## config.mk

```make
export PLATFORM = sky130hd
export DESIGN_NAME = mem_front_top
export DESIGN_NICKNAME = d
export VERILOG_FILES = /design/src/design/mem_front_pkg.sv /design/src/design/burst_deserializer.sv /design/src/design/bmem_arbiter.sv /design/src/design/fetch_unit.sv /design/src/design/fetch_queue.sv /design/src/design/load_unit.sv /design/src/design/mem_front_top.sv
export SDC_FILE = /design/constraint.sdc
export NUM_CORES = 2
export LEC_CHECK = 0
export BUFFER_PORTS_ARGS = -buffer_cell sky130_fd_sc_hd__buf_4
export CAP_MARGIN = 20
export CORE_ASPECT_RATIO = 1.25
export CORE_MARGIN = 4
export CORE_UTILIZATION = 40
export DETAILED_ROUTE_END_ITERATION = 16
export PLACE_DENSITY = 0.52
export SYNTH_ARGS = -nofsm -noshare
export SYNTH_HDL_FRONTEND = slang
export SYNTH_SLANG_ARGS = --single-unit
```

## constraint.sdc

```tcl
create_clock -name clk -period 17.3 [get_ports clk]
set_input_delay 2.595 -clock clk [delete_from_list [all_inputs] [get_ports clk]]
set_output_delay 2.595 -clock clk [all_outputs]
set_load 0.05 [all_outputs]
```

## src/design/mem_front_pkg.sv

```systemverilog
package mem_front_pkg;

    // byte address and data word
    typedef logic [31:0] addr_t;
    typedef logic [31:0] word_t;

    // one beat of the burst port, two words
    typedef logic [63:0] beat_t;

    // one line, eight words
    typedef logic [255:0] line_t;

    // upper address bits naming a line
    typedef logic [26:0] line_tag_t;

    // word index inside a line
    typedef logic [2:0] word_sel_t;

    localparam int BEATS_PER_LINE = 4;

    typedef enum logic [1:0] {
        idle,
        request,
        collect
    } deser_state_t;

    typedef enum logic [1:0] {
        none,
        grant_load,
        grant_fetch
    } grant_t;

endpackage

```

## src/design/burst_deserializer.sv

```systemverilog
`timescale 1ns/1ps

module burst_deserializer
import mem_front_pkg::*;
(
    input  logic    clk,
    input  logic    rst,

    input  logic    start_i,
    input  addr_t   start_addr_i,

    input  logic    bmem_ready_i,
    input  logic    bmem_rvalid_i,
    input  beat_t   bmem_rdata_i,
    input  addr_t   bmem_raddr_i,

    output addr_t   bmem_addr_o,
    output logic    bmem_read_o,
    output logic    line_valid_o,
    output line_t   line_o
);

    deser_state_t   state;
    line_tag_t      req_tag;
    logic [1:0]     beat_cnt;
    logic           beat_hit;

    // read goes out in the first cycle the port is ready
    assign bmem_read_o = (state == request) && bmem_ready_i;
    assign bmem_addr_o = {req_tag, 5'b0};

    // beats for some other line are not ours
    assign beat_hit = bmem_rvalid_i && (bmem_raddr_i[31:5] == req_tag);

    always_ff @(posedge clk) begin
        if (rst) begin
            state        <= idle;
            beat_cnt     <= '0;
            line_valid_o <= 1'b0;
        end else begin
            line_valid_o <= 1'b0;
            case (state)
                idle: begin
                    if (start_i) begin
                        state <= request;
                    end
                end
                request: begin
                    beat_cnt <= '0;
                    if (bmem_ready_i) begin
                        state <= collect;
                    end
                end
                collect: begin
                    if (beat_hit) begin
                        beat_cnt <= beat_cnt + 2'd1;
                        if (beat_cnt == 2'(BEATS_PER_LINE - 1)) begin
                            line_valid_o <= 1'b1;
                            state        <= idle;
                        end
                    end
                end
                default: state <= idle;
            endcase
        end
    end

    // requested line and beat shift register
    always_ff @(posedge clk) begin
        if (state == idle && start_i) begin
            req_tag <= start_addr_i[31:5];
        end
        // beat 0 ends up in the lowest 64 bits after four shifts
        if (state == collect && beat_hit) begin
            line_o <= {bmem_rdata_i, line_o[$bits(line_t)-1:$bits(beat_t)]};
        end
    end

endmodule

```

## src/design/bmem_arbiter.sv

```systemverilog
`timescale 1ns/1ps

module bmem_arbiter
import mem_front_pkg::*;
(
    input  logic    clk,
    input  logic    rst,

    input  logic    load_req_i,
    input  addr_t   load_line_addr_i,
    input  logic    fetch_req_i,
    input  addr_t   fetch_line_addr_i,

    input  logic    line_valid_i,
    input  line_t   line_i,

    output logic    start_o,
    output addr_t   start_addr_o,
    output logic    load_line_valid_o,
    output logic    fetch_line_valid_o,
    output line_t   line_o
);

    grant_t grant;

    // only the owner of the grant sees the line
    assign load_line_valid_o  = line_valid_i && (grant == grant_load);
    assign fetch_line_valid_o = line_valid_i && (grant == grant_fetch);
    assign line_o             = line_i;

    always_ff @(posedge clk) begin
        if (rst) begin
            grant   <= none;
            start_o <= 1'b0;
        end else begin
            start_o <= 1'b0;
            if (grant == none) begin
                // load wins a tie
                if (load_req_i) begin
                    grant   <= grant_load;
                    start_o <= 1'b1;
                end else if (fetch_req_i) begin
                    grant   <= grant_fetch;
                    start_o <= 1'b1;
                end
            end else if (line_valid_i) begin
                grant <= none;
            end
        end
    end

    always_ff @(posedge clk) begin
        if (grant == none) begin
            start_addr_o <= load_req_i ? load_line_addr_i : fetch_line_addr_i;
        end
    end

endmodule

```

## src/design/fetch_unit.sv

```systemverilog
`timescale 1ns/1ps

module fetch_unit
import mem_front_pkg::*;
#(
    parameter addr_t RESET_PC = 32'haaaaa000
)
(
    input  logic    clk,
    input  logic    rst,

    input  logic    redirect_valid_i,
    input  addr_t   redirect_pc_i,

    input  logic    line_valid_i,
    input  line_t   line_i,
    input  logic    queue_full_i,

    output logic    line_req_o,
    output addr_t   line_addr_o,

    output logic    push_o,
    output addr_t   push_pc_o,
    output word_t   push_inst_o
);

    addr_t      pc;
    line_t      buf_line;
    line_tag_t  buf_tag;
    logic       buf_valid;
    // burst in flight belongs to a PC that was redirected away
    logic       stale;

    logic       hit;
    word_sel_t  sel;

    assign hit = buf_valid && (pc[31:5] == buf_tag);
    assign sel = pc[4:2];

    // nothing is pushed in the redirect cycle, the queue is being flushed
    assign push_o      = hit && !queue_full_i && !redirect_valid_i;
    assign push_pc_o   = pc;
    assign push_inst_o = buf_line[32*sel +: 32];

    always_ff @(posedge clk) begin
        if (rst) begin
            pc         <= RESET_PC;
            buf_valid  <= 1'b0;
            line_req_o <= 1'b0;
            stale      <= 1'b0;
        end else begin
            if (redirect_valid_i) begin
                pc <= redirect_pc_i;
            end else if (push_o) begin
                pc <= pc + 32'd4;
            end

            if (line_req_o && line_valid_i) begin
                line_req_o <= 1'b0;
                stale      <= 1'b0;
                if (!stale) begin
                    buf_valid <= 1'b1;
                end
            end else if (line_req_o) begin
                if (redirect_valid_i) begin
                    stale <= 1'b1;
                end
            end else if (!hit && !redirect_valid_i) begin
                // miss, ask for the line holding pc
                line_req_o <= 1'b1;
            end
        end
    end

    // line buffer and request address
    always_ff @(posedge clk) begin
        if (line_req_o && line_valid_i && !stale) begin
            buf_line <= line_i;
            buf_tag  <= line_addr_o[31:5];
        end
        if (!line_req_o && !hit && !redirect_valid_i) begin
            line_addr_o <= {pc[31:5], 5'b0};
        end
    end

endmodule

```

## src/design/fetch_queue.sv

```systemverilog
`timescale 1ns/1ps

module fetch_queue
import mem_front_pkg::*;
#(
    parameter int QUEUE_DEPTH = 16
)
(
    input  logic    clk,
    input  logic    rst,

    input  logic    flush_i,
    input  logic    push_i,
    input  addr_t   push_pc_i,
    input  word_t   push_inst_i,
    input  logic    inst_ready_i,

    output logic    full_o,
    output logic    inst_valid_o,
    output addr_t   inst_pc_o,
    output word_t   inst_o
);

    localparam int PTR_W = $clog2(QUEUE_DEPTH);

    addr_t          pc_mem   [QUEUE_DEPTH];
    word_t          inst_mem [QUEUE_DEPTH];
    logic [PTR_W-1:0] head;
    logic [PTR_W-1:0] tail;
    logic [PTR_W:0]   count;

    logic do_push;
    logic do_pop;

    assign full_o       = (count == (PTR_W+1)'(QUEUE_DEPTH));
    assign inst_valid_o = (count != '0);
    assign inst_pc_o    = pc_mem[head];
    assign inst_o       = inst_mem[head];

    assign do_push = push_i && !full_o && !flush_i;
    assign do_pop  = inst_valid_o && inst_ready_i && !flush_i;

    always_ff @(posedge clk) begin
        if (rst || flush_i) begin
            head  <= '0;
            tail  <= '0;
            count <= '0;
        end else begin
            // pointers wrap on their own, depth is a power of two
            if (do_push) begin
                tail <= tail + 1'b1;
            end
            if (do_pop) begin
                head <= head + 1'b1;
            end
            if (do_push && !do_pop) begin
                count <= count + 1'b1;
            end else if (do_pop && !do_push) begin
                count <= count - 1'b1;
            end
        end
    end

    always_ff @(posedge clk) begin
        if (do_push) begin
            pc_mem[tail]   <= push_pc_i;
            inst_mem[tail] <= push_inst_i;
        end
    end

endmodule

```

## src/design/load_unit.sv

```systemverilog
`timescale 1ns/1ps

module load_unit
import mem_front_pkg::*;
(
    input  logic    clk,
    input  logic    rst,

    input  logic    load_req_valid_i,
    input  addr_t   load_addr_i,
    output logic    load_req_ready_o,

    input  logic    line_valid_i,
    input  line_t   line_i,

    output logic    line_req_o,
    output addr_t   line_addr_o,

    output logic    load_resp_valid_o,
    output word_t   load_data_o
);

    line_t      buf_line;
    line_tag_t  buf_tag;
    logic       buf_valid;
    word_sel_t  sel_q;

    logic       accept;
    logic       hit;
    word_sel_t  sel_in;

    // one load at a time, busy while its line is on the way
    assign load_req_ready_o = !line_req_o;
    assign accept           = load_req_valid_i && load_req_ready_o;
    assign sel_in           = load_addr_i[4:2];
    assign hit              = buf_valid && (load_addr_i[31:5] == buf_tag);

    always_ff @(posedge clk) begin
        if (rst) begin
            line_req_o        <= 1'b0;
            buf_valid         <= 1'b0;
            load_resp_valid_o <= 1'b0;
        end else begin
            load_resp_valid_o <= 1'b0;
            if (accept) begin
                if (hit) begin
                    load_resp_valid_o <= 1'b1;
                end else begin
                    line_req_o <= 1'b1;
                end
            end else if (line_req_o && line_valid_i) begin
                line_req_o        <= 1'b0;
                buf_valid         <= 1'b1;
                load_resp_valid_o <= 1'b1;
            end
        end
    end

    // payload side, address latch and line buffer
    always_ff @(posedge clk) begin
        if (accept) begin
            sel_q       <= sel_in;
            line_addr_o <= {load_addr_i[31:5], 5'b0};
            load_data_o <= buf_line[32*sel_in +: 32];
        end else if (line_req_o && line_valid_i) begin
            buf_line    <= line_i;
            buf_tag     <= line_addr_o[31:5];
            // answer straight from the incoming line
            load_data_o <= line_i[32*sel_q +: 32];
        end
    end

endmodule

```

## src/design/mem_front_top.sv

```systemverilog
`timescale 1ns/1ps

module mem_front_top
import mem_front_pkg::*;
#(
    parameter addr_t RESET_PC    = 32'haaaaa000,
    parameter int    QUEUE_DEPTH = 16
)
(
    input  logic    clk,
    input  logic    rst,

    output addr_t   bmem_addr_o,
    output logic    bmem_read_o,
    input  logic    bmem_ready_i,
    input  addr_t   bmem_raddr_i,
    input  beat_t   bmem_rdata_i,
    input  logic    bmem_rvalid_i,

    input  logic    redirect_valid_i,
    input  addr_t   redirect_pc_i,

    output logic    inst_valid_o,
    input  logic    inst_ready_i,
    output addr_t   inst_pc_o,
    output word_t   inst_o,

    input  logic    load_req_valid_i,
    output logic    load_req_ready_o,
    input  addr_t   load_addr_i,

    output logic    load_resp_valid_o,
    output word_t   load_data_o
);

    // fetch side
    logic   fetch_req;
    addr_t  fetch_line_addr;
    logic   fetch_line_valid;
    logic   push;
    addr_t  push_pc;
    word_t  push_inst;
    logic   queue_full;

    // load side
    logic   load_req;
    addr_t  load_line_addr;
    logic   load_line_valid;

    // shared port
    logic   start;
    addr_t  start_addr;
    logic   line_valid;
    line_t  deser_line;
    line_t  routed_line;

    fetch_unit #(
        .RESET_PC           (RESET_PC)
    ) fetch_unit_inst (
        .clk                (clk),
        .rst                (rst),
        .redirect_valid_i   (redirect_valid_i),
        .redirect_pc_i      (redirect_pc_i),
        .line_valid_i       (fetch_line_valid),
        .line_i             (routed_line),
        .queue_full_i       (queue_full),
        .line_req_o         (fetch_req),
        .line_addr_o        (fetch_line_addr),
        .push_o             (push),
        .push_pc_o          (push_pc),
        .push_inst_o        (push_inst)
    );

    fetch_queue #(
        .QUEUE_DEPTH        (QUEUE_DEPTH)
    ) fetch_queue_inst (
        .clk                (clk),
        .rst                (rst),
        .flush_i            (redirect_valid_i),
        .push_i             (push),
        .push_pc_i          (push_pc),
        .push_inst_i        (push_inst),
        .inst_ready_i       (inst_ready_i),
        .full_o             (queue_full),
        .inst_valid_o       (inst_valid_o),
        .inst_pc_o          (inst_pc_o),
        .inst_o             (inst_o)
    );

    load_unit load_unit_inst (
        .clk                (clk),
        .rst                (rst),
        .load_req_valid_i   (load_req_valid_i),
        .load_addr_i        (load_addr_i),
        .load_req_ready_o   (load_req_ready_o),
        .line_valid_i       (load_line_valid),
        .line_i             (routed_line),
        .line_req_o         (load_req),
        .line_addr_o        (load_line_addr),
        .load_resp_valid_o  (load_resp_valid_o),
        .load_data_o        (load_data_o)
    );

    bmem_arbiter bmem_arbiter_inst (
        .clk                (clk),
        .rst                (rst),
        .load_req_i         (load_req),
        .load_line_addr_i   (load_line_addr),
        .fetch_req_i        (fetch_req),
        .fetch_line_addr_i  (fetch_line_addr),
        .line_valid_i       (line_valid),
        .line_i             (deser_line),
        .start_o            (start),
        .start_addr_o       (start_addr),
        .load_line_valid_o  (load_line_valid),
        .fetch_line_valid_o (fetch_line_valid),
        .line_o             (routed_line)
    );

    burst_deserializer burst_deserializer_inst (
        .clk                (clk),
        .rst                (rst),
        .start_i            (start),
        .start_addr_i       (start_addr),
        .bmem_ready_i       (bmem_ready_i),
        .bmem_rvalid_i      (bmem_rvalid_i),
        .bmem_rdata_i       (bmem_rdata_i),
        .bmem_raddr_i       (bmem_raddr_i),
        .bmem_addr_o        (bmem_addr_o),
        .bmem_read_o        (bmem_read_o),
        .line_valid_o       (line_valid),
        .line_o             (deser_line)
    );

endmodule

```

* Word level (Yosys, flattened, before mapping)
Memory sizes are Yosys's and may differ from the RTL's. A register that Yosys moved wholly into a read port is not among the register bits. Cells that the tools add are included.
Operators by class: reductions and logical operators 50, equality and inequality tests 15, bitwise operators 5, shift-type cells 3, mux-type cells 35, add/sub/neg operators 6
Operator list (number):
- variable part select 256 x 9 -> 32 bit | 3
- two-way mux 32 bit | 5
- equality test 27 bit | 3
- adder 32 x 3 -> 32 bit, second input constant | 1
- logical AND 1 bit | 23
- two-way mux 2 bit | 9
- two-way mux 4 bit | 4
- two-way mux 1 bit | 13
- AND reduction 2 bit | 6
- two-way mux 5 bit | 2
- nonzero test 2 bit | 5
- adder 4 x 1 -> 4 bit, second input constant | 2
- zero test 1 bit | 8
- equality test 2 bit, second input constant | 3
- != test 2 bit, second input constant | 3
- one-hot mux 2 bit (3 select lines) | 1
- adder 5 x 1 -> 5 bit, second input constant | 1
- equality test 5 bit, second input constant | 1
- inverter 1 bit | 5
- nonzero test 5 bit | 1
- subtractor 5 x 1 -> 5 bit, second input constant | 1
- equality test 2 x 1 -> 1 bit, second input constant | 2
- zero test 2 bit | 2
- != test 2 x 1 -> 1 bit, second input constant | 2
- 7 further kinds | 8
Storage, ports and cells: memories kept 2, bits in writable memories 1024, bits in registers 1029, bits of input ports 167, word-level logic and storage cells 142
Memory list:
- fetch_queue_inst.inst_mem | words 16, width 32, read ports 1, clocked after Yosys merged registers in 1, write ports 1, RTL line fetch_queue.sv:27 | word_t inst_mem [QUEUE_DEPTH];
- fetch_queue_inst.pc_mem | words 16, width 32, read ports 1, clocked after Yosys merged registers in 1, write ports 1, RTL line fetch_queue.sv:26 | addr_t pc_mem [QUEUE_DEPTH];

* Logic depth before layout (Yosys ltp)
word-level depth 10, depth in mapped cells 17, gate-level depth less buffers 14

* Modules after synthesis
From an unflattened synthesis, not the netlist that was laid out.
Unflattened totals: cells, all modules 3806, area, all modules 80233.2 µm²
By module, submodules not included:
- fetch_queue | area an instance 39171.3 µm², cells each 1680, seq. area each 31089.8 µm², instances 1
- load_unit | area an instance 14973.1 µm², cells each 706, seq. area each 10420.0 µm², instances 1
- fetch_unit | area an instance 13609.3 µm², cells each 730, seq. area each 10009.6 µm², instances 1
- burst_deserializer | area an instance 9078.7 µm², cells each 351, seq. area each 8598.2 µm², instances 1
- bmem_arbiter | area an instance 3400.8 µm², cells each 339, seq. area each 1021.0 µm², instances 1

* Worst setup path after synthesis
Ideal clock, no wire load.
path kind reg2reg, from register bmem_arbiter_inst.grant[0], to register fetch_unit_inst.buf_line[0] (enable), clock period less this slack 13.200 ns, arrival time 12.265 ns, slack 4.100 ns, setup time 0.934 ns, stages on the path, launching flop included 3, required time 16.366 ns, cells stage by stage dfxtp_1 > nand4b_1 > nor2_1
Between the ends: cells in the longest elaborated chain, start to end 4
RTL lines:
- start, declared | RTL line bmem_arbiter.sv:24 | grant_t grant;
- start signal, assigned | RTL line bmem_arbiter.sv:33 | grant <= none;
- start signal, assigned | RTL line bmem_arbiter.sv:40 | grant <= grant_load;
- start signal, assigned | RTL line bmem_arbiter.sv:43 | grant <= grant_fetch;
- equality test 2 bit | RTL line bmem_arbiter.sv:28 | assign fetch_line_valid_o = line_valid_i && (grant == grant_fetch);
- logical AND 1 bit | RTL line bmem_arbiter.sv:28
- logical AND 1 bit (2 in series) | RTL line fetch_unit.sv:77 | if (line_req_o && line_valid_i && !stale) begin
- end signal, assigned | RTL line fetch_unit.sv:78 | buf_line <= line_i;
- end, declared | RTL line fetch_unit.sv:28 | line_t buf_line;
No other way between the ends. A chain may end at the register's enable or synchronous reset.

==> impl_metrics.env <==
export IMPL_clock_latency_ps=830
export IMPL_clock_sinks=2052
export IMPL_synth_area_per_cell_sq_um=23.2
export IMPL_path_class="register to output pin"
export IMPL_vias_per_cell=5.42
export IMPL_synth_seq_area_share_pct=78.5
export IMPL_worstSetupStartpointType="register"
export IMPL_fill_cells=16100
export IMPL_p_comb_share_pct=3.5
export IMPL_yosysWarningCount=0
export IMPL_grt_pass1_vias=37100
export IMPL_synth_cell_types=61
export IMPL_yosysMostFrequentCell="edfxtp_1"
export IMPL_synth_edf_count=1989
export IMPL_clock_skew_ps=28.1
export IMPL_ir_drop_uv=102
export IMPL_cts_setup_buffers=0
export IMPL_arrival_ps=4730
export IMPL_syn_inst=3352
export IMPL_dieWidth_microns=402
export IMPL_power_switching_share_pct=20.8
export IMPL_die_y_microns=501
export IMPL_synth_area_sq_mm=0.0777
export IMPL_p_leak_nw=27.7
export IMPL_synth_main_ff_cell="edfxtp_1"
export IMPL_max_stage_delay_ps=840
export IMPL_hold_viol=0
export IMPL_clock_path_buffers=3
export IMPL_reg2reg_depth=6
export IMPL_cpMaxStageDelayCell="buf_4"
export IMPL_maxSlewHeadroom_pct=27.4
export IMPL_worst_slew_pin_slew_ps=1090
export IMPL_io_pins=299
export IMPL_cap_viol_max_count=0
export IMPL_path_clk_slew_ps=60
export IMPL_yosys_top_cells_area="edfxtp_1 (77%), mux4_2 (15%), dfxtp_1 (1.6%)"
export IMPL_yosys_area_top_type="edfxtp_1"
export IMPL_cts_tree="built"
export IMPL_pwr_share_clk_pct=41.9
export IMPL_io_buffer_count=286
export IMPL_p_int_mw=8.01
export IMPL_drt_first_pass_iters=5
export IMPL_cts_resized_gates=0
export IMPL_coreArea_sq_mm=0.193
export IMPL_postCtsHoldBufs=0
export IMPL_gp_congestion=0.764
export IMPL_grt_ovfl_total=0
export IMPL_drt_iter0_drc=2513
export IMPL_power_density_mw_per_mm2=113
export IMPL_cp_cell_sequence="buf_12, buf_4, mux4_2, mux4_2, buf_4"
export IMPL_switchingPower_mw=2.11
export IMPL_routed_via_count=35000
export IMPL_detail_route_antenna_nets=0
export IMPL_cp_max_fo=100
export IMPL_critPathRequiredTime_ps=14700
export IMPL_period_share_pct=42.4
export IMPL_rsz0062_at_grt="false"
export IMPL_row_count=180
export IMPL_grt_pass1_wl_mm=262
export IMPL_nets=3944
export IMPL_antenna_found_initial=4
export IMPL_wire_per_inst_microns=27.7
export IMPL_drv_slew=0
export IMPL_fmax_mhz=136
export IMPL_power_frac_seq_pct=54.5
export IMPL_synth_seq_cells=2052
export IMPL_yosys_top_cells_count="edfxtp_1 (1989), mux4_2 (512), clkbuf_1 (106), dfxtp_1 (63), xnor2_1 (60)"
export IMPL_setup_viol=0
export IMPL_status="finished clean"
export IMPL_cts_root_buf="clkbuf_16"
export IMPL_dp_final_hpwl_mm=97.6
export IMPL_p_total_mw=10.1
export IMPL_setup_tns_ps=0
export IMPL_cts_buffers=199
export IMPL_synthArstFlopShare_pct=0
export IMPL_routed_wl_mm=179
export IMPL_area_delta_synth_final_pct=15.3
export IMPL_period_needed_ps=7330
export IMPL_synth_top_area_share_pct=76.9
export IMPL_track_usage_pct=17.8
export IMPL_drc=0
export IMPL_cp_end_kind="output pin"
export IMPL_start_util_pct=40.3
export IMPL_layout_drive_gt1_share_pct=31.9
export IMPL_dieArea_sq_mm=0.201
export IMPL_grt_max_degree=101
export IMPL_hold_class="register to register"
export IMPL_hold_depth=0
export IMPL_cts_max_level=4
cells by family after synthesis:
kind of cell / share of synthesized area (%)
flops: 78.5
mux: 16.2
simple gates: 1.85
buf+inv: 0.924
compound gates: 1.21
xor+xnor: 1.15
fa+ha+maj: 0.203
other cells: 0.00483
per-stage QoR:
step                      std cells  cell area (sq um)  setup slack, ps  hold slack [ps]  util [%]
after global routing           6469              89600             9520              422      46.5
after floorplan                3356              77700             4100              400         -
after CTS                      6467              89600             9710              412      46.5
after detailed placement       6111              83200             9890              405      43.2
after global placement         6110              83200             9970              403      43.2
final                          6469              89600             9970              410      46.5
area by class of cell:
cell class              instances  area, sq um  share of cell area [%]
diodes                          1         2.50                 0.00279
clock buffers                 246         5200                    5.80
clock inverters               110         1130                    1.26
inverters                      18         67.6                  0.0754
multi-input cells            1120        16100                    18.0
flip-flops and latches       2052        61000                    68.1
well taps                    2548         3190                    3.56
repair buffers                374         2880                    3.21
worst max-delay path: cells and delay by family, from the launching register on:
kind                   cells  cell delay [ps]
buffers and inverters      3             1800
flip-flops                 1              800
multiplexers               2             1190
sequential cells by signal, summed over array words and instances (netlist names), 2 cells and up, named ones only:
| register | count |
|---|---|
| burst_deserializer_inst.line_o | 256 |
| burst_deserializer_inst.req_tag | 27 |
| fetch_queue_inst.tail | 4 |
| fetch_unit_inst.buf_tag | 27 |
| fetch_unit_inst.buf_line | 256 |
| fetch_queue_inst.head | 4 |
| fetch_unit_inst.push_pc_o | 32 |
| load_unit_inst.sel_q | 3 |
| burst_deserializer_inst.state | 2 |
| fetch_queue_inst.inst_mem | 512 |
| bmem_arbiter_inst.start_addr_o | 27 |
| bmem_arbiter_inst.grant | 2 |
| burst_deserializer_inst.beat_cnt | 2 |
| load_unit_inst.buf_tag | 27 |
| fetch_queue_inst.pc_mem | 512 |
| fetch_queue_inst.count | 5 |
| fetch_unit_inst.line_addr_o | 27 |
| load_unit_inst.load_data_o | 32 |
| load_unit_inst.line_addr_o | 27 |
| load_unit_inst.buf_line | 256 |
layer usage:
metal / vias to the layer above / part of all wire, % / global-route usage [%]
met5: - / 0 / 0
met4: 0 / 1.7 / 4.08
met3: 220 / 4.5 / 2.80
met2: 808 / 50 / 29.7
met1: 19000 / 44 / 24.9
li1: 15000 / - / -
final timing paths:
kind	slack, ps	from	endpoint
worst max-delay path	9970	register	inst_o[28]
worst min-delay path	410	bmem_arbiter_inst.start_addr_o[29]	burst_deserializer_inst.req_tag[24]
worst max register to register	12110	fetch_unit_inst.line_req_o	fetch_unit_inst.buf_line[100]
worst min register to register	410	bmem_arbiter_inst.start_addr_o[29]	burst_deserializer_inst.req_tag[24]
cell usage in the layout, fill, tap and decap left out, types with 8 or more instances in the layout:
cell,instances
nor2b_1,37
a211oi_1,44
edfxtp_1,1989
nand2_1,21
ha_1,11
inv_1,17
clkinv_2,20
clkbuf_1,44
a21oi_1,47
clkbuf_16,200
mux2i_1,37
mux4_2,512
mux2_2,59
nor4_1,23
inv_6,8
xnor2_1,60
nor3_1,8
o21ai_0,9
xor2_1,42
nand3_1,15
buf_4,369
dfxtp_1,56
clkinvlp_4,9
nor2_1,52
bufinv_16,17
and3_1,10
clkinv_1,44
nand4_1,33
power by group through the flow:
stage,combinational (mW),clock [mW],sequential [mW]
2_1_floorplan,0.165,0,5.66
3_3_place_gp,0.362,0,5.62
3_5_place_dp,0.365,0,5.63
4_1_cts,0.367,4.36,5.52
5_1_grt,0.386,4.57,5.52
6_report,0.358,4.24,5.52
Power figures use the tool's default switching activity.
